<file path="src/design/usb_link_params.svh">
// Link-wide constants for the SPI host link and ULPI register sequencer; include where needed
`ifndef USB_LINK_PARAMS_SVH
`define USB_LINK_PARAMS_SVH

// Frames the decoder can hold at once, one credit per frame
`define LINK_CREDITS 2

// Flops in each SPI input synchronizer chain
`define SYNC_STAGES 2

// ULPI TXCMD prefixes, top two bits of the command byte
`define ULPI_CMD_REG_WRITE 2'b10 // Register write
`define ULPI_CMD_REG_READ  2'b11 // Register read

// Short-format code that forwards the second byte to the controller
`define SHORT_CODE_DATA 7'd1

`endif

</file>
<file path="src/design/usb_link_pkg.sv">
// Types shared by the host link blocks; reference them as usb_link_pkg::name
package usb_link_pkg;

    // First MOSI byte of a frame, decoded in one of two formats
    // Bit 7 is the long flag in both views, so it picks the view to trust
    typedef union packed {
        struct packed {
            logic       long_fmt; // Set for register commands
            logic       write;    // 1 write, 0 read
            logic [5:0] addr;     // ULPI immediate register address
        } reg_cmd;
        struct packed {
            logic       long_fmt; // Clear for short commands
            logic [6:0] code;     // Short command code
        } short_cmd;
    } spi_cmd_u;

    // Register operation requested from the ULPI sequencer
    typedef enum logic {
        ULPI_OP_READ  = 1'b0,
        ULPI_OP_WRITE = 1'b1
    } ulpi_op_e;

endpackage

</file>
<file path="src/design/cmd_stream_if.sv">
// Frame channel from the SPI port to the decoder and register channel to the ULPI sequencer
`timescale 1ns/1ps

interface cmd_stream_if;

    // Frame channel, credit based, no back-pressure wire
    logic       frame_valid;   // One-cycle pulse per accepted frame
    logic [7:0] cmd_byte;      // First MOSI byte
    logic [7:0] data_byte;     // Second MOSI byte
    logic       credit_return; // One pulse per retired frame

    // Register channel, request held until done
    logic                   reg_req;
    usb_link_pkg::ulpi_op_e reg_op;
    logic [5:0]             reg_addr;
    logic [7:0]             reg_wdata;
    logic [7:0]             reg_rdata; // Valid with reg_done on reads
    logic                   reg_done;  // One-cycle pulse

    modport spi_side (
        output frame_valid, cmd_byte, data_byte,
        input  credit_return
    );

    modport dec_side (
        input  frame_valid, cmd_byte, data_byte,
        output credit_return
    );

    modport req_side (
        output reg_req, reg_op, reg_addr, reg_wdata,
        input  reg_rdata, reg_done
    );

    modport ulpi_side (
        input  reg_req, reg_op, reg_addr, reg_wdata,
        output reg_rdata, reg_done
    );

endinterface

</file>
<file path="src/design/spi_slave_port.sv">
// SPI mode 0 slave front end; builds two-byte frames, spends credits and returns status/reply
`timescale 1ns/1ps
`include "usb_link_params.svh"

module spi_slave_port (
    input  logic               clk,
    input  logic               rst,
    input  logic               sclk,
    input  logic               ss,
    input  logic               mosi,
    input  logic               sta,        // Analyzer status, reported in status bit 7
    input  logic               busy,       // Decoder holds unfinished frames
    input  logic [7:0]         reply_byte, // Result of the last register read
    output logic               miso,
    output logic               err,
    cmd_stream_if.spi_side     frames
);

    localparam int CW = $clog2(`LINK_CREDITS + 1);

    // Synchronizer chains, one column per pin {sclk, ss, mosi}
    logic [`SYNC_STAGES-1:0][2:0] pin_sync;
    logic                         sclk_s, ss_s, mosi_s;
    logic                         sclk_d, ss_d;     // Previous synced levels for edge detect
    logic                         sclk_rise, sclk_fall, ss_fall, ss_rise;
    logic                         active;           // Slave selected

    logic [4:0]    bit_cnt;  // Bits received this frame, saturates at 16
    logic [7:0]    rx_shift;
    logic [7:0]    rx_next;  // Shift register with the current MOSI bit folded in
    logic [7:0]    cmd_q;    // First byte, held while the second arrives
    logic [7:0]    tx_shift; // MSB drives MISO
    logic [CW-1:0] credits;
    logic          frame_done, spend, drop, cut;

    always_ff @(posedge clk) begin
        if (rst) begin
            pin_sync <= {`SYNC_STAGES{3'b010}}; // Idle bus: SCLK low, SS high
        end else begin
            pin_sync <= {pin_sync[`SYNC_STAGES-2:0], {sclk, ss, mosi}};
        end
    end

    assign {sclk_s, ss_s, mosi_s} = pin_sync[`SYNC_STAGES-1];

    assign active    = ~ss_s;
    assign sclk_rise = active & sclk_s & ~sclk_d;
    assign sclk_fall = active & ~sclk_s & sclk_d;
    assign ss_fall   = ~ss_s & ss_d;
    assign ss_rise   = ss_s & ~ss_d;
    assign rx_next   = {rx_shift[6:0], mosi_s};

    assign frame_done = sclk_rise && (bit_cnt == 5'd15);         // 16th bit sampled
    assign spend      = frame_done && (credits != '0);
    assign drop       = frame_done && (credits == '0);           // Decoder full, frame lost
    assign cut        = ss_rise && (bit_cnt != 5'd0) && (bit_cnt != 5'd16);

    // Edge history, bit counting and MISO shifting
    always_ff @(posedge clk) begin
        if (rst) begin
            sclk_d   <= 1'b0;
            ss_d     <= 1'b1;
            bit_cnt  <= '0;
            tx_shift <= '0;
        end else begin
            sclk_d <= sclk_s;
            ss_d   <= ss_s;
            if (ss_fall) begin
                bit_cnt  <= '0;
                tx_shift <= {sta, err, busy, 5'b0}; // Status bit 7 ready before the first edge
            end else begin
                if (sclk_rise && bit_cnt != 5'd16) begin
                    bit_cnt <= bit_cnt + 5'd1;
                end
                if (sclk_fall) begin
                    // Second byte starts after the 8th bit
                    tx_shift <= (bit_cnt == 5'd8) ? reply_byte : {tx_shift[6:0], 1'b0};
                end
            end
        end
    end

    // Receive shifting and frame payload, no reset needed
    always_ff @(posedge clk) begin
        if (sclk_rise && bit_cnt != 5'd16) begin
            rx_shift <= rx_next;
            if (bit_cnt == 5'd7) cmd_q <= rx_next; // Command byte complete
        end
        if (spend) begin
            frames.cmd_byte  <= cmd_q;
            frames.data_byte <= rx_next;
        end
    end

    // Credits, frame strobe and error flag
    always_ff @(posedge clk) begin
        if (rst) begin
            credits            <= CW'(`LINK_CREDITS);
            frames.frame_valid <= 1'b0;
            err                <= 1'b0;
        end else begin
            credits            <= credits - CW'(spend) + CW'(frames.credit_return);
            frames.frame_valid <= spend;
            if (cut || drop) begin
                err <= 1'b1;
            end else if (spend) begin
                err <= 1'b0; // Clean frame clears a past error
            end
        end
    end

    assign miso = active & tx_shift[7]; // Low while deselected

    // Decoder never returns more credits than were spent
    a_credit_bound: assert property (@(posedge clk) disable iff (rst)
        credits <= CW'(`LINK_CREDITS));

endmodule

</file>
<file path="src/design/cmd_decoder.sv">
// Command decoder; queues frames, turns long commands into ULPI requests, forwards data bytes
`timescale 1ns/1ps
`include "usb_link_params.svh"

module cmd_decoder (
    input  logic           clk,
    input  logic           rst,
    cmd_stream_if.dec_side frames,
    cmd_stream_if.req_side regs,
    output logic [7:0]     data_out,
    output logic           data_out_valid,
    output logic           busy,
    output logic [7:0]     reply_byte
);

    localparam int PW = $clog2(`LINK_CREDITS);
    localparam int CW = $clog2(`LINK_CREDITS + 1);

    localparam logic [1:0] S_IDLE = 2'd0; // Decode head frame
    localparam logic [1:0] S_REG  = 2'd1; // Register request outstanding
    localparam logic [1:0] S_DONE = 2'd2; // Retire register frame

    logic [15:0]            fifo_mem [`LINK_CREDITS]; // {cmd, data}
    logic [PW-1:0]          wr_ptr, rd_ptr;
    logic [CW-1:0]          count;
    logic [1:0]             state;
    usb_link_pkg::spi_cmd_u head_cmd;
    logic [7:0]             head_data;
    logic                   empty, push, pop, decode;

    function automatic logic [PW-1:0] next_ptr(input logic [PW-1:0] ptr);
        return (ptr == PW'(`LINK_CREDITS - 1)) ? '0 : ptr + 1'b1;
    endfunction

    assign empty     = (count == '0);
    assign push      = frames.frame_valid;
    assign head_cmd  = fifo_mem[rd_ptr][15:8];
    assign head_data = fifo_mem[rd_ptr][7:0];
    assign decode    = (state == S_IDLE) && !empty;

    // Short frames retire in the decode cycle, register frames after done
    assign pop = (decode && !head_cmd.short_cmd.long_fmt) || (state == S_DONE);
    assign frames.credit_return = pop;

    assign data_out       = head_data;
    assign data_out_valid = decode && !head_cmd.short_cmd.long_fmt
                            && (head_cmd.short_cmd.code == `SHORT_CODE_DATA);
    assign busy           = !empty;

    // Request fields stay stable, the head is not popped until S_DONE
    assign regs.reg_req   = (state == S_REG);
    assign regs.reg_op    = head_cmd.reg_cmd.write ? usb_link_pkg::ULPI_OP_WRITE
                                                   : usb_link_pkg::ULPI_OP_READ;
    assign regs.reg_addr  = head_cmd.reg_cmd.addr;
    assign regs.reg_wdata = head_data;

    always_ff @(posedge clk) begin
        if (push) fifo_mem[wr_ptr] <= {frames.cmd_byte, frames.data_byte};
    end

    always_ff @(posedge clk) begin
        if (rst) begin
            wr_ptr     <= '0;
            rd_ptr     <= '0;
            count      <= '0;
            state      <= S_IDLE;
            reply_byte <= '0;
        end else begin
            if (push) wr_ptr <= next_ptr(wr_ptr);
            if (pop) rd_ptr <= next_ptr(rd_ptr);
            count <= count + CW'(push) - CW'(pop);
            case (state)
                S_IDLE: if (decode && head_cmd.reg_cmd.long_fmt) state <= S_REG;
                S_REG: begin
                    if (regs.reg_done) begin
                        state <= S_DONE; // Drops reg_req next cycle
                        if (regs.reg_op == usb_link_pkg::ULPI_OP_READ) begin
                            reply_byte <= regs.reg_rdata; // Sent in the next frame
                        end
                    end
                end
                default: state <= S_IDLE;
            endcase
        end
    end

    // Port only sends a frame when it holds a credit, so the queue never overflows
    a_no_overflow: assert property (@(posedge clk) disable iff (rst)
        push |-> (count != CW'(`LINK_CREDITS)) || pop);

endmodule

</file>
<file path="src/design/ulpi_reg_access.sv">
// ULPI register sequencer; runs immediate register reads and writes for the decoder
`timescale 1ns/1ps
`include "usb_link_params.svh"

module ulpi_reg_access (
    input  logic            clk,
    input  logic            rst,
    input  logic [7:0]      ulpi_data_in,
    input  logic            ulpi_dir,
    input  logic            ulpi_nxt,
    output logic [7:0]      ulpi_data_out,
    output logic            ulpi_stp,
    cmd_stream_if.ulpi_side regs
);

    localparam logic [2:0] S_IDLE  = 3'd0;
    localparam logic [2:0] S_TXCMD = 3'd1; // TXCMD on the bus, wait for NXT
    localparam logic [2:0] S_WDATA = 3'd2; // Write data, wait for NXT
    localparam logic [2:0] S_STOP  = 3'd3; // STP pulse ends the write
    localparam logic [2:0] S_TURN  = 3'd4; // Bus turnaround to the PHY
    localparam logic [2:0] S_RCAP  = 3'd5; // PHY drives register data
    localparam logic [2:0] S_DONE  = 3'd6; // Read finished

    logic [2:0] state;
    logic [7:0] data_q;  // Link-side bus value
    logic [7:0] rdata_q; // Last byte seen with dir high
    logic       is_write;

    assign is_write = (regs.reg_op == usb_link_pkg::ULPI_OP_WRITE);

    always_ff @(posedge clk) begin
        if (rst) begin
            state  <= S_IDLE;
            data_q <= '0;
        end else begin
            case (state)
                S_IDLE: begin
                    data_q <= '0;
                    if (regs.reg_req && !ulpi_dir) begin // Only start on an idle bus
                        data_q <= {is_write ? `ULPI_CMD_REG_WRITE : `ULPI_CMD_REG_READ,
                                   regs.reg_addr};
                        state  <= S_TXCMD;
                    end
                end
                S_TXCMD: begin
                    if (ulpi_nxt) begin
                        if (is_write) begin
                            data_q <= regs.reg_wdata;
                            state  <= S_WDATA;
                        end else begin
                            data_q <= '0;
                            state  <= S_TURN;
                        end
                    end
                end
                S_WDATA: begin
                    if (ulpi_nxt) begin // PHY took the data byte
                        data_q <= '0;
                        state  <= S_STOP;
                    end
                end
                S_STOP:  state <= S_IDLE;
                S_TURN:  state <= S_RCAP; // One cycle for the PHY to take the bus
                S_RCAP:  if (!ulpi_dir) state <= S_DONE;
                S_DONE:  state <= S_IDLE;
                default: state <= S_IDLE;
            endcase
        end
    end

    always_ff @(posedge clk) begin
        if (state == S_RCAP && ulpi_dir) rdata_q <= ulpi_data_in;
    end

    assign ulpi_data_out  = ulpi_dir ? 8'h00 : data_q; // Release the bus to the PHY
    assign ulpi_stp       = (state == S_STOP);
    assign regs.reg_done  = (state == S_STOP) || (state == S_DONE);
    assign regs.reg_rdata = rdata_q;

    // STP only while the link owns the bus
    a_stp_dir: assert property (@(posedge clk) disable iff (rst)
        !(ulpi_stp && ulpi_dir));

endmodule

</file>
<file path="src/design/usb_link_top.sv">
// Top level of the analyzer host link; SPI from the computer in, ULPI register access out
`timescale 1ns/1ps

module usb_link_top (
    input  logic       clk,
    input  logic       rst,
    input  logic       sclk,
    input  logic       ss,
    input  logic       mosi,
    output logic       miso,
    input  logic       sta,
    output logic [7:0] data_out,
    output logic       data_out_valid,
    output logic       err,
    input  logic [7:0] ulpi_data_in,
    output logic [7:0] ulpi_data_out,
    input  logic       ulpi_dir,
    input  logic       ulpi_nxt,
    output logic       ulpi_stp
);

    logic       busy;
    logic [7:0] reply_byte;

    cmd_stream_if link_if ();

    spi_slave_port i_spi_slave_port (
        .clk        (clk),
        .rst        (rst),
        .sclk       (sclk),
        .ss         (ss),
        .mosi       (mosi),
        .sta        (sta),
        .busy       (busy),
        .reply_byte (reply_byte),
        .miso       (miso),
        .err        (err),
        .frames     (link_if)
    );

    cmd_decoder i_cmd_decoder (
        .clk            (clk),
        .rst            (rst),
        .frames         (link_if),
        .regs           (link_if),
        .data_out       (data_out),
        .data_out_valid (data_out_valid),
        .busy           (busy),
        .reply_byte     (reply_byte)
    );

    ulpi_reg_access i_ulpi_reg_access (
        .clk           (clk),
        .rst           (rst),
        .ulpi_data_in  (ulpi_data_in),
        .ulpi_dir      (ulpi_dir),
        .ulpi_nxt      (ulpi_nxt),
        .ulpi_data_out (ulpi_data_out),
        .ulpi_stp      (ulpi_stp),
        .regs          (link_if)
    );

endmodule

</file>
<file path="config.mk">
export PLATFORM = sky130hd
export DESIGN_NAME = usb_link_top
export DESIGN_NICKNAME = d
export VERILOG_FILES = /design/src/design/usb_link_pkg.sv /design/src/design/cmd_stream_if.sv /design/src/design/spi_slave_port.sv /design/src/design/cmd_decoder.sv /design/src/design/ulpi_reg_access.sv /design/src/design/usb_link_top.sv
export VERILOG_INCLUDE_DIRS = /design/src /design/src/design
export SDC_FILE = /design/constraint.sdc
export NUM_CORES = 1
export LEC_CHECK = 0
export ABC_AREA = 0
export BUFFER_PORTS_ARGS = -buffer_cell sky130_fd_sc_hd__buf_2
export CELL_PAD_IN_SITES_DETAIL_PLACEMENT = 1
export CELL_PAD_IN_SITES_GLOBAL_PLACEMENT = 1
export CORE_MARGIN = 2
export CORE_UTILIZATION = 35
export CTS_CLUSTER_DIAMETER = 100
export DETAILED_ROUTE_END_ITERATION = 7
export PLACE_DENSITY = 0.55
export SETUP_SLACK_MARGIN = 0.02
export SYNTH_ARGS = -nofsm -noshare
export SYNTH_HDL_FRONTEND = slang
export SYNTH_SLANG_ARGS = --single-unit
</file>
<file path="constraint.sdc">
create_clock -name clk -period 2.4 [get_ports clk]
set_input_delay 0.24 -clock clk [delete_from_list [all_inputs] [get_ports clk]]
set_output_delay 0.24 -clock clk [all_outputs]
set_load 0.01 [all_outputs]
</file>
==> flow_metrics.py, run 1 <==
metrics = {
    "status": {
        "outcome": "finished clean",
    },
    "final_layout": {
        "nNetsFinal": 433,
        "antenna_cells": 0,
        "utilization": 0.437,
        "syn2layout_area_growth_pct": 22.3,
        "drive_gt1_frac": 0.245,
        "stdcell_area_um2": 5780,
        "fillers": 1411,
    },
    "clock_tree": {
        "cts.sinks": 122,
        "cts.repair.resized": 0,
        "cts_buffers": 17,
        "cts_tree": "yes",
        "clkLatencyLatePin_ps": 420,
        "cts.reportedPaths.clkPinSlew_ps": 60,
        "ctsRootBufferMaster": "clkbuf_16",
        "cts_setup_buffers": 0,
        "h-tree-depth": 4,
        "clock_tree.buffer_depth": 2,
    },
    "route": {
        "vias_per_cell": 4.75,
        "vias": 2852,
        "drtAntennaViolNets": 0,
        "dr.pass1.iters": 4,
        "drc_errors": 0,
        "wl_per_cell_um": 15.2,
        "first_iter_violations": 174,
        "routed_wl_mm": 9.13,
    },
    "yosys": {
        "synth.yosys.warnings": 0,
        "synthFlopType": "edfxtp_1",
        "netlist.area_leader.share": 0.451,
        "yosys_register_bits": 122,
        "syn_inst": 353,
        "synthArstFlopShare": 0,
        "syn-num-nets": 374,
        "synth_cell_types": 57,
        "yosys.area.top_type": "edfxtp_1",
        "synthTopCellsByArea": "edfxtp_1 45%, dfxtp_1 22%, nor2_1 3.5%",
        "synth-edff-count": 71,
        "avgSynthCellArea_um2": 13.4,
        "synth.cell_area_um2": 4730,
        "synth_seq_area_share": 0.667,
    },
    "worst_setup_path": {
        "critPathArrivalTime_ps": 1950,
        "r2r_cells": 8,
        "path_cells": "or4b_1, o21ai_0, and4_1, buf_2",
        "cpPeakStageDelay_ps": 510,
        "startpoint_type": "register",
        "crit_slowest_cell": "or4b_1",
        "critPathKind": "register to output port",
        "reg2reg_to": "i_spi_slave_port.err$_SDFFE_PP0P_",
        "reg2reg_from": "i_spi_slave_port.bit_cnt[0]$_SDFFE_PP0P_",
        "required_ps": 2160,
        "endpoint_kind": "output port",
        "reg2reg_slack_ps": 280,
        "path_max_fanout": 2,
    },
    "global_routing": {
        "grt_pass1_wl_mm": 15.1,
        "grt_usage": 0.138,
        "antenna_found_initial": 0,
        "grt_start_max_net_pins": 28,
        "grt_remaining_overflow": 0,
        "first_global_vias": 2986,
    },
    "floorplan": {
        "core_um2": 13200,
        "io_pins": 36,
        "start_util": 0.357,
        "die_h_um": 120,
        "num_rows": 42,
        "die_area_um2": 14500,
        "fp.dieW_um": 120,
    },
    "sta": {
        "setup_viol": 0,
        "worst_pin_slew_ps": 551,
        "hold_ws_ps": 29.6,
        "fin_tns_setup_ps": 0,
        "relSlewSlack": 0.631,
        "finalMaxSlewViolations": 0,
        "fin_crit_sh": 0.912,
        "hold_violations": 0,
        "rsz0062_at_grt": "false",
        "max_freq_ghz": 0.457,
        "clock_skew_ps": 7.24,
        "timing.final.crit_period_ps": 2190,
    },
    "min_path": {
        "min_to": "i_spi_slave_port.pin_sync[0]$_SDFF_PP0_",
        "hold_depth": 2,
        "hold_start": "mosi",
        "hp-class": "primary input to register",
    },
    "run": {
        "cap_violations": 0,
    },
    "power_and_ir_drop": {
        "leakagePower_nw": 2.12,
        "powerDensity_nw_per_um2": 803,
        "peakVddDrop_uv": 458,
    },
    "placed_design": {
        "numPortBuffers": 35,
        "gp_congestion": 0.766,
        "dp.final_hpwl_mm": 6.24,
        "postPlaceCellArea_um2": 5130,
    },
}
-- layout make-up --
class,instances,area [µm²],area share
multi-input combinational,210,1480,0.256
clock buffer,17,425,0.0736
timing repair buffer,55,348,0.0601
tap,176,220,0.0381
inverter,6,22.5,0.00389
sequential,122,3150,0.545
clock inverter,15,134,0.0232
-- layout by cell type (no fill, tap or decap), types with 6 or more instances in the layout --
| master | netlist | final |
|---|---|---|
| buf_4 | 1 | 11 |
| nand2_1 | 21 | 21 |
| clkbuf_16 | 0 | 17 |
| nor2b_1 | 21 | 21 |
| dlygate4sd3_1 | 0 | 9 |
| xnor2_1 | 7 | 7 |
| mux2i_1 | 15 | 15 |
| nor2_1 | 44 | 44 |
| a311oi_1 | 7 | 7 |
| edfxtp_1 | 71 | 71 |
| a21oi_1 | 6 | 6 |
| mux2_2 | 10 | 10 |
| dfxtp_1 | 51 | 51 |
| buf_2 | 5 | 35 |
-- layer usage --
metal  GRT usage  vias to the layer above  wire length (µm)
met2       0.207                       39              4110
met1       0.181                     1394              4550
met3      0.0472                       14               342
li1            -                     1405                 -
met5           0                        -                 0
met4      0.0610                        0               133
-- state kept, by name, indices dropped and copies added (netlist names), 3 cells and up, named ones only --
signal	flops
i_ulpi_reg_access.data_q	8
i_cmd_decoder.fifo_mem	32
i_spi_slave_port.frames.data_byte	8
i_ulpi_reg_access.regs.reg_rdata	8
i_spi_slave_port.cmd_q	8
i_spi_slave_port.tx_shift	8
i_spi_slave_port.rx_shift	7
i_spi_slave_port.pin_sync	5
i_cmd_decoder.reply_byte	8
i_spi_slave_port.bit_cnt	5
i_spi_slave_port.frames.cmd_byte	8
i_ulpi_reg_access.state	3
-- power by group --
part           leakage (nW)  internal, mW  switching, mW  total, mW
sequential             1.05          2.20        0.00524       2.21
clock                 0.269          1.36           1.02       2.38
combinational         0.803        0.0284         0.0318     0.0601
total                  2.12          3.59           1.05       4.64
-- worst max-delay path, delay by kind of cell (launching register included) --
family,cells,cell delay [ps]
AOI/OAI and AO/OA,1,230
buffers and inverters,1,140
DFF,1,380
and+or+nand+nor,2,780
-- what timing repair did --
item | 4_1_cts | 5_1_grt
endpoints found under the setup margin | 0 | 0
hold buffers | 9 | 0
endpoints found under the hold margin | 9 | 0
-- logic make-up (layout without fill, tap and decap cells) --
group                    after synthesis  after routing  share of synthesized area
flip-flops                           122            122                      0.667
buffers and inverters                 21             93                     0.0204
XOR/XNOR                              11             11                     0.0204
adder cells (fa/ha/maj)                5              5                     0.0132
AO/OA/AOI/OAI                         39             39                     0.0648
multiplexers                          33             33                     0.0770
AND/OR/NAND/NOR                      122            122                      0.138
-- how the worst max path moves through the flow --
stage                                             start  cells past startpoint                                  end  slack [ps]
2_1_floorplan   i_spi_slave_port.pin_sync[4]$_SDFF_PP1_                      2  i_spi_slave_port.cmd_q[0]$_DFFE_PP_         350
3_3_place_gp   i_spi_slave_port.bit_cnt[0]$_SDFFE_PP0P_                      8    i_spi_slave_port.err$_SDFFE_PP0P_         300
3_5_place_dp   i_spi_slave_port.bit_cnt[0]$_SDFFE_PP0P_                      8    i_spi_slave_port.err$_SDFFE_PP0P_         270
4_1_cts         i_cmd_decoder.fifo_mem[0][11]$_DFFE_PP_                      4                       data_out_valid         190
5_1_grt        i_spi_slave_port.bit_cnt[0]$_SDFFE_PP0P_                      8    i_spi_slave_port.err$_SDFFE_PP0P_          90
6_report        i_cmd_decoder.fifo_mem[0][11]$_DFFE_PP_                      4                       data_out_valid         210
-- per-stage QoR --
stage / worst slack, ps / cells / total power, mW
floorplan: 346 / 353 / 2.28
global placement: 298 / 560 / 2.30
detailed placement: 265 / 560 / 2.30
CTS: 191 / 601 / 4.71
global route: 89.6 / 601 / 4.80
finish: 212 / 601 / 4.64
-- cell usage after synthesis (3+ instances only) --
| cell | n |
|---|---|
| a211oi_1 | 5 |
| a21oi_1 | 6 |
| a222oi_1 | 3 |
| a311oi_1 | 7 |
| buf_2 | 5 |
| clkbuf_1 | 8 |
| dfxtp_1 | 51 |
| edfxtp_1 | 71 |
| ha_1 | 5 |
| inv_1 | 4 |
| mux2_1 | 5 |
| mux2_2 | 10 |
| mux2_4 | 3 |
| mux2i_1 | 15 |
| nand2_1 | 21 |
| nand2b_1 | 5 |
| nor2_1 | 44 |
| nor2b_1 | 21 |
| nor3_1 | 5 |
| nor3b_1 | 4 |
| or2_2 | 4 |
| xnor2_1 | 7 |
| xor2_1 | 4 |
(Power assumes the default switching activity.)
==> run 2, diff against run 1 <==
--- a/config.mk
+++ b/config.mk
@@ -15,6 +15,7 @@
 export CTS_CLUSTER_DIAMETER = 100
 export DETAILED_ROUTE_END_ITERATION = 7
 export PLACE_DENSITY = 0.55
+export REMOVE_ABC_BUFFERS = 1
 export SETUP_SLACK_MARGIN = 0.02
 export SYNTH_ARGS = -nofsm -noshare
 export SYNTH_HDL_FRONTEND = slang
==> flow_metrics.py, run 2 (synthesis gave the netlist of run 1 again) <==
metrics = {
    "worst_setup_path": {
        "path_max_fanout": 2,
        "required_ps": 2160,
        "reg2reg_slack_ps": 300,
        "endpoint_kind": "output port",
        "critPathArrivalTime_ps": 1930,
        "startpoint_type": "register",
        "critPathKind": "register to output port",
    },
    "global_routing": {
        "grt_usage": 0.134,
        "grt_remaining_overflow": 0,
        "grt.busiest_layer": "met2",
        "antenna_found_initial": 0,
        "use_met1": 0.164,
        "first_global_vias": 2854,
        "grt_pass1_wl_mm": 14.5,
        "met2_usage": 0.207,
        "met3_usage": 0.0396,
        "grt_start_max_net_pins": 25,
    },
    "placed_design": {
        "numPortBuffers": 35,
        "pre_cts_ws_ps": 305,
        "dp.final_hpwl_mm": 5.99,
        "gp_congestion": 0.718,
        "postPlaceCellArea_um2": 5130,
    },
    "floorplan": {
        "die_area_um2": 14500,
        "core_um2": 13200,
        "num_rows": 42,
        "fp.dieW_um": 120,
        "die_h_um": 120,
        "start_util": 0.357,
        "io_pins": 36,
    },
    "sta": {
        "finalMaxSlewViolations": 0,
        "timing.final.crit_period_ps": 2170,
        "max_freq_ghz": 0.461,
        "clock_skew_ps": 6.25,
        "rsz0062_at_grt": "false",
        "hold_violations": 0,
        "worst_pin_slew_ps": 742,
        "fin_tns_setup_ps": 0,
        "setup_viol": 0,
        "hold_ws_ps": 38.8,
        "relSlewSlack": 0.506,
        "fin_ws_ps": 229,
        "fin_crit_sh": 0.904,
    },
    "final_layout": {
        "drive_gt1_frac": 0.241,
        "syn2layout_area_growth_pct": 23.5,
        "final_cell_mix": "71 x edfxtp_1, 51 x dfxtp_1, 44 x nor2_1",
        "largest_reg_flops": 32,
        "antenna_cells": 0,
        "fillers": 1399,
        "mostFrequentLayoutCell": "edfxtp_1",
        "top_register": "i_cmd_decoder.fifo_mem",
        "nNetsFinal": 432,
        "stdcell_area_um2": 5840,
    },
    "clock_tree": {
        "cts_hold_buffers": 9,
        "cts_buffers": 17,
        "ctsRootBufferMaster": "clkbuf_16",
        "cts_tree": "yes",
        "cts.reportedPaths.clkPinSlew_ps": 50,
        "h-tree-depth": 4,
        "clkLatencyLatePin_ps": 410,
        "clock_tree.buffer_depth": 2,
        "cts.sinks": 122,
        "cts_setup_buffers": 0,
        "cts.repair.resized": 0,
    },
    "run": {
        "cap_violations": 0,
    },
    "power_and_ir_drop": {
        "leakagePower_nw": 2.14,
        "powerDensity_nw_per_um2": 842,
        "peakVddDrop_uv": 585,
        "fin_total_pwr_mw": 4.92,
    },
    "route": {
        "dr.pass1.iters": 4,
        "vias_per_cell": 4.69,
        "vias": 2811,
        "drc_errors": 0,
        "first_iter_violations": 123,
        "wl_per_cell_um": 14.5,
        "drtAntennaViolNets": 0,
        "routed_wl_mm": 8.69,
    },
    "status": {
        "outcome": "finished clean",
    },
    "min_path": {
        "hp-class": "primary input to register",
    },
}
run 2: metal layers:
layer | share of wire | vias to the layer above | routed length, µm
li1 | - | 1399 | -
met1 | 0.46 | 1344 | 4040
met2 | 0.47 | 50 | 4060
met3 | 0.042 | 18 | 364
met4 | 0.026 | 0 | 228
met5 | 0 | - | 0
run 2: path summary, 6_finish.rpt:
path | start | to | depth (start not counted)
setup / recovery | i_cmd_decoder.fifo_mem[0][11]$_DFFE_PP_ | data_out_valid | 4
hold / removal | mosi | i_spi_slave_port.pin_sync[0]$_SDFF_PP0_ | 2
setup reg to reg | i_spi_slave_port.bit_cnt[0]$_SDFFE_PP0P_ | i_spi_slave_port.credits[1]$_SDFF_PP1_ | 10
hold reg to reg | i_spi_slave_port.cmd_q[4]$_DFFE_PP_ | i_spi_slave_port.frames.cmd_byte[4]$_DFFE_PP_ | 0
run 2: cell type report:
cell class	instances	area, µm²	area share
clock inverters	14	200	0.0343
repair buffers	54	340	0.0583
multi-input cells	210	1480	0.253
well taps	176	220	0.0377
flip-flops and latches	122	3150	0.540
clock buffers	17	425	0.0728
inverters	6	22.5	0.00386
run 2: through the flow:
step / utilization / cells
after floorplan: - / 338
after global placement: 0.387 / 559
after detailed placement: 0.387 / 559
after CTS: 0.441 / 599
after global routing: 0.441 / 599
final: 0.441 / 599
run 2: power breakdown:
group / switching, mW / internal [mW]
combinational: 0.0312 / 0.0295
clock: 0.918 / 1.73
sequential: 0.00489 / 2.20
total: 0.954 / 3.97
run 2: critical path, stage by stage (launching register included):
cell and delay, ps:
edfxtp_1 380, or4b_1 520, o21ai_0 240, and4_1 240, buf_2 130
==> run 3, diff against run 2 <==
==> constraint.sdc (replaced) <==
create_clock -name clk -period 2.7 [get_ports clk]
set_input_delay 0.27 -clock clk [delete_from_list [all_inputs] [get_ports clk]]
set_output_delay 0.27 -clock clk [all_outputs]
set_load 0.01 [all_outputs]
==> flow_metrics.py, run 3 (synthesis gave the netlist of run 1 again) <==
metrics = {
    "placed_design": {
        "gp_congestion": 0.743,
        "placed_cells": 555,
        "postPlaceCellArea_um2": 5100,
        "dp.final_hpwl_mm": 5.88,
        "numPortBuffers": 35,
    },
    "global_routing": {
        "antenna_found_initial": 0,
        "grt_pass1_wl_mm": 14.4,
        "grt_usage": 0.132,
        "first_global_vias": 2824,
        "grt_remaining_overflow": 0,
        "grt_start_max_net_pins": 23,
    },
    "sta": {
        "fin_crit_sh": 0.818,
        "clock_skew_ps": 5.77,
        "worst_pin_slew_ps": 758,
        "finalMaxSlewViolations": 0,
        "fin_tns_setup_ps": 0,
        "relSlewSlack": 0.495,
        "setup_viol": 0,
        "timing.final.crit_period_ps": 2210,
        "hold_violations": 0,
        "max_freq_ghz": 0.453,
        "rsz0062_at_grt": "false",
    },
    "floorplan": {
        "die_h_um": 120,
        "num_rows": 42,
        "core_um2": 13200,
        "start_util": 0.357,
        "die_area_um2": 14500,
        "fp.dieW_um": 120,
        "io_pins": 36,
    },
    "final_layout": {
        "syn2layout_area_growth_pct": 19.2,
        "antenna_cells": 0,
        "largest_reg_flops": 32,
        "layout.cells.non_filler": 586,
        "drive_gt1_frac": 0.224,
        "multiInputGateArea_um2": 1480,
        "mostFrequentLayoutCell": "edfxtp_1",
        "final_cell_mix": "71 x edfxtp_1, 51 x dfxtp_1, 44 x nor2_1",
        "nNetsFinal": 419,
        "fillers": 1405,
        "utilization": 0.426,
        "top_register": "i_cmd_decoder.fifo_mem",
        "stdcell_area_um2": 5640,
        "ff_latch_area_um2": 3150,
    },
    "worst_setup_path": {
        "r2r_cells": 10,
        "cpPeakStageDelay_ps": 410,
        "path_cells": "buf_4, mux2_2, nor3_1, and4_1, buf_2",
        "critPathKind": "register to output port",
        "path_max_fanout": 19,
        "endpoint_kind": "output port",
        "required_ps": 2430,
        "startpoint_type": "register",
        "critPathArrivalTime_ps": 1940,
        "crit_slowest_cell": "mux2_2",
    },
    "clock_tree": {
        "cts_buffers": 17,
        "cts_hold_buffers": 0,
        "h-tree-depth": 4,
        "ctsRootBufferMaster": "clkbuf_16",
        "cts.reportedPaths.clkPinSlew_ps": 50,
        "cts.repair.resized": 0,
        "clkLatencyLatePin_ps": 400,
        "cts_setup_buffers": 0,
        "clock_tree.buffer_depth": 2,
        "cts_tree": "yes",
        "cts.sinks": 122,
    },
    "power_and_ir_drop": {
        "powerDensity_nw_per_um2": 724,
        "leakagePower_nw": 2.05,
        "peakVddDrop_uv": 509,
        "fin_total_pwr_mw": 4.08,
    },
    "route": {
        "vias": 2725,
        "top_layer": "met4",
        "vias_per_cell": 4.65,
        "wl_per_cell_um": 14.7,
        "dr.pass1.iters": 4,
        "drtAntennaViolNets": 0,
        "wl_met1_mm": 4.18,
        "routed_wl_mm": 8.61,
        "wl_met2_mm": 3.95,
        "drc_errors": 0,
        "first_iter_violations": 146,
        "wl_met3_um": 323,
    },
    "min_path": {
        "hp-class": "primary input to register",
        "hold_depth": 1,
    },
    "status": {
        "outcome": "finished clean",
    },
    "run": {
        "cap_violations": 0,
    },
}
run 3: cell types whose count changed in the layout (fill, tap and decap cells not counted), sizes merged:
cell and delta:
bufinv -2, clkbuf +2, clkinvlp -2, clkinv +2, dlygate4sd3 -9, buf -4
run 3: critical path: cells and delay by family, from the launching register on:
kind | cells | cell delay, ps
buffers and inverters | 2 | 410
flip-flops | 1 | 380
multiplexers | 1 | 410
AND/OR/NAND/NOR | 2 | 330
run 3: path summary, 6_finish.rpt:
| path | from | to | slack (ps) |
|---|---|---|---|
| worst max-delay path | register | data_out_valid | 490 |
| worst min-delay path | ulpi_data_in[2] | i_ulpi_reg_access.regs.reg_rdata[2]$_DFFE_PP_ | 40 |
| worst max register to register | i_spi_slave_port.bit_cnt[0]$_SDFFE_PP0P_ | i_spi_slave_port.credits[1]$_SDFF_PP1_ | 640 |
| worst min register to register | i_spi_slave_port.pin_sync[1]$_SDFF_PP1_ | i_spi_slave_port.pin_sync[4]$_SDFF_PP1_ | 410 |
run 3: metrics by stage:
step           hold slack (ps)  worst slack, ps
4_1_cts                   17.6              419
6_report                  41.6              492
3_5_place_dp               399              625
2_1_floorplan              342              481
5_1_grt                   18.5              358
3_3_place_gp               399              731
run 3: layer usage:
layer / GRT usage / up-vias
met2: 0.209 / 44
met1: 0.162 / 1300
met3: 0.0481 / 11
met5: 0 / -
met4: 0.0610 / 0
li1: - / 1370
run 3: area by class of cell:
cell class	instances	share of cell area
multi-input cells	210	0.263
clock inverters	12	0.0191
repair buffers	41	0.0391
flip-flops and latches	122	0.559
inverters	6	0.00400
well taps	176	0.0391
clock buffers	19	0.0768
run 3: report_power, final:
| part | internal (mW) | leakage, nW | switching, mW |
|---|---|---|---|
| Combinational | 0.0166 | 0.738 | 0.0254 |
| Clock | 1.33 | 0.266 | 0.747 |
| Sequential | 1.96 | 1.05 | 0.00465 |
| Total | 3.30 | 2.05 | 0.777 |
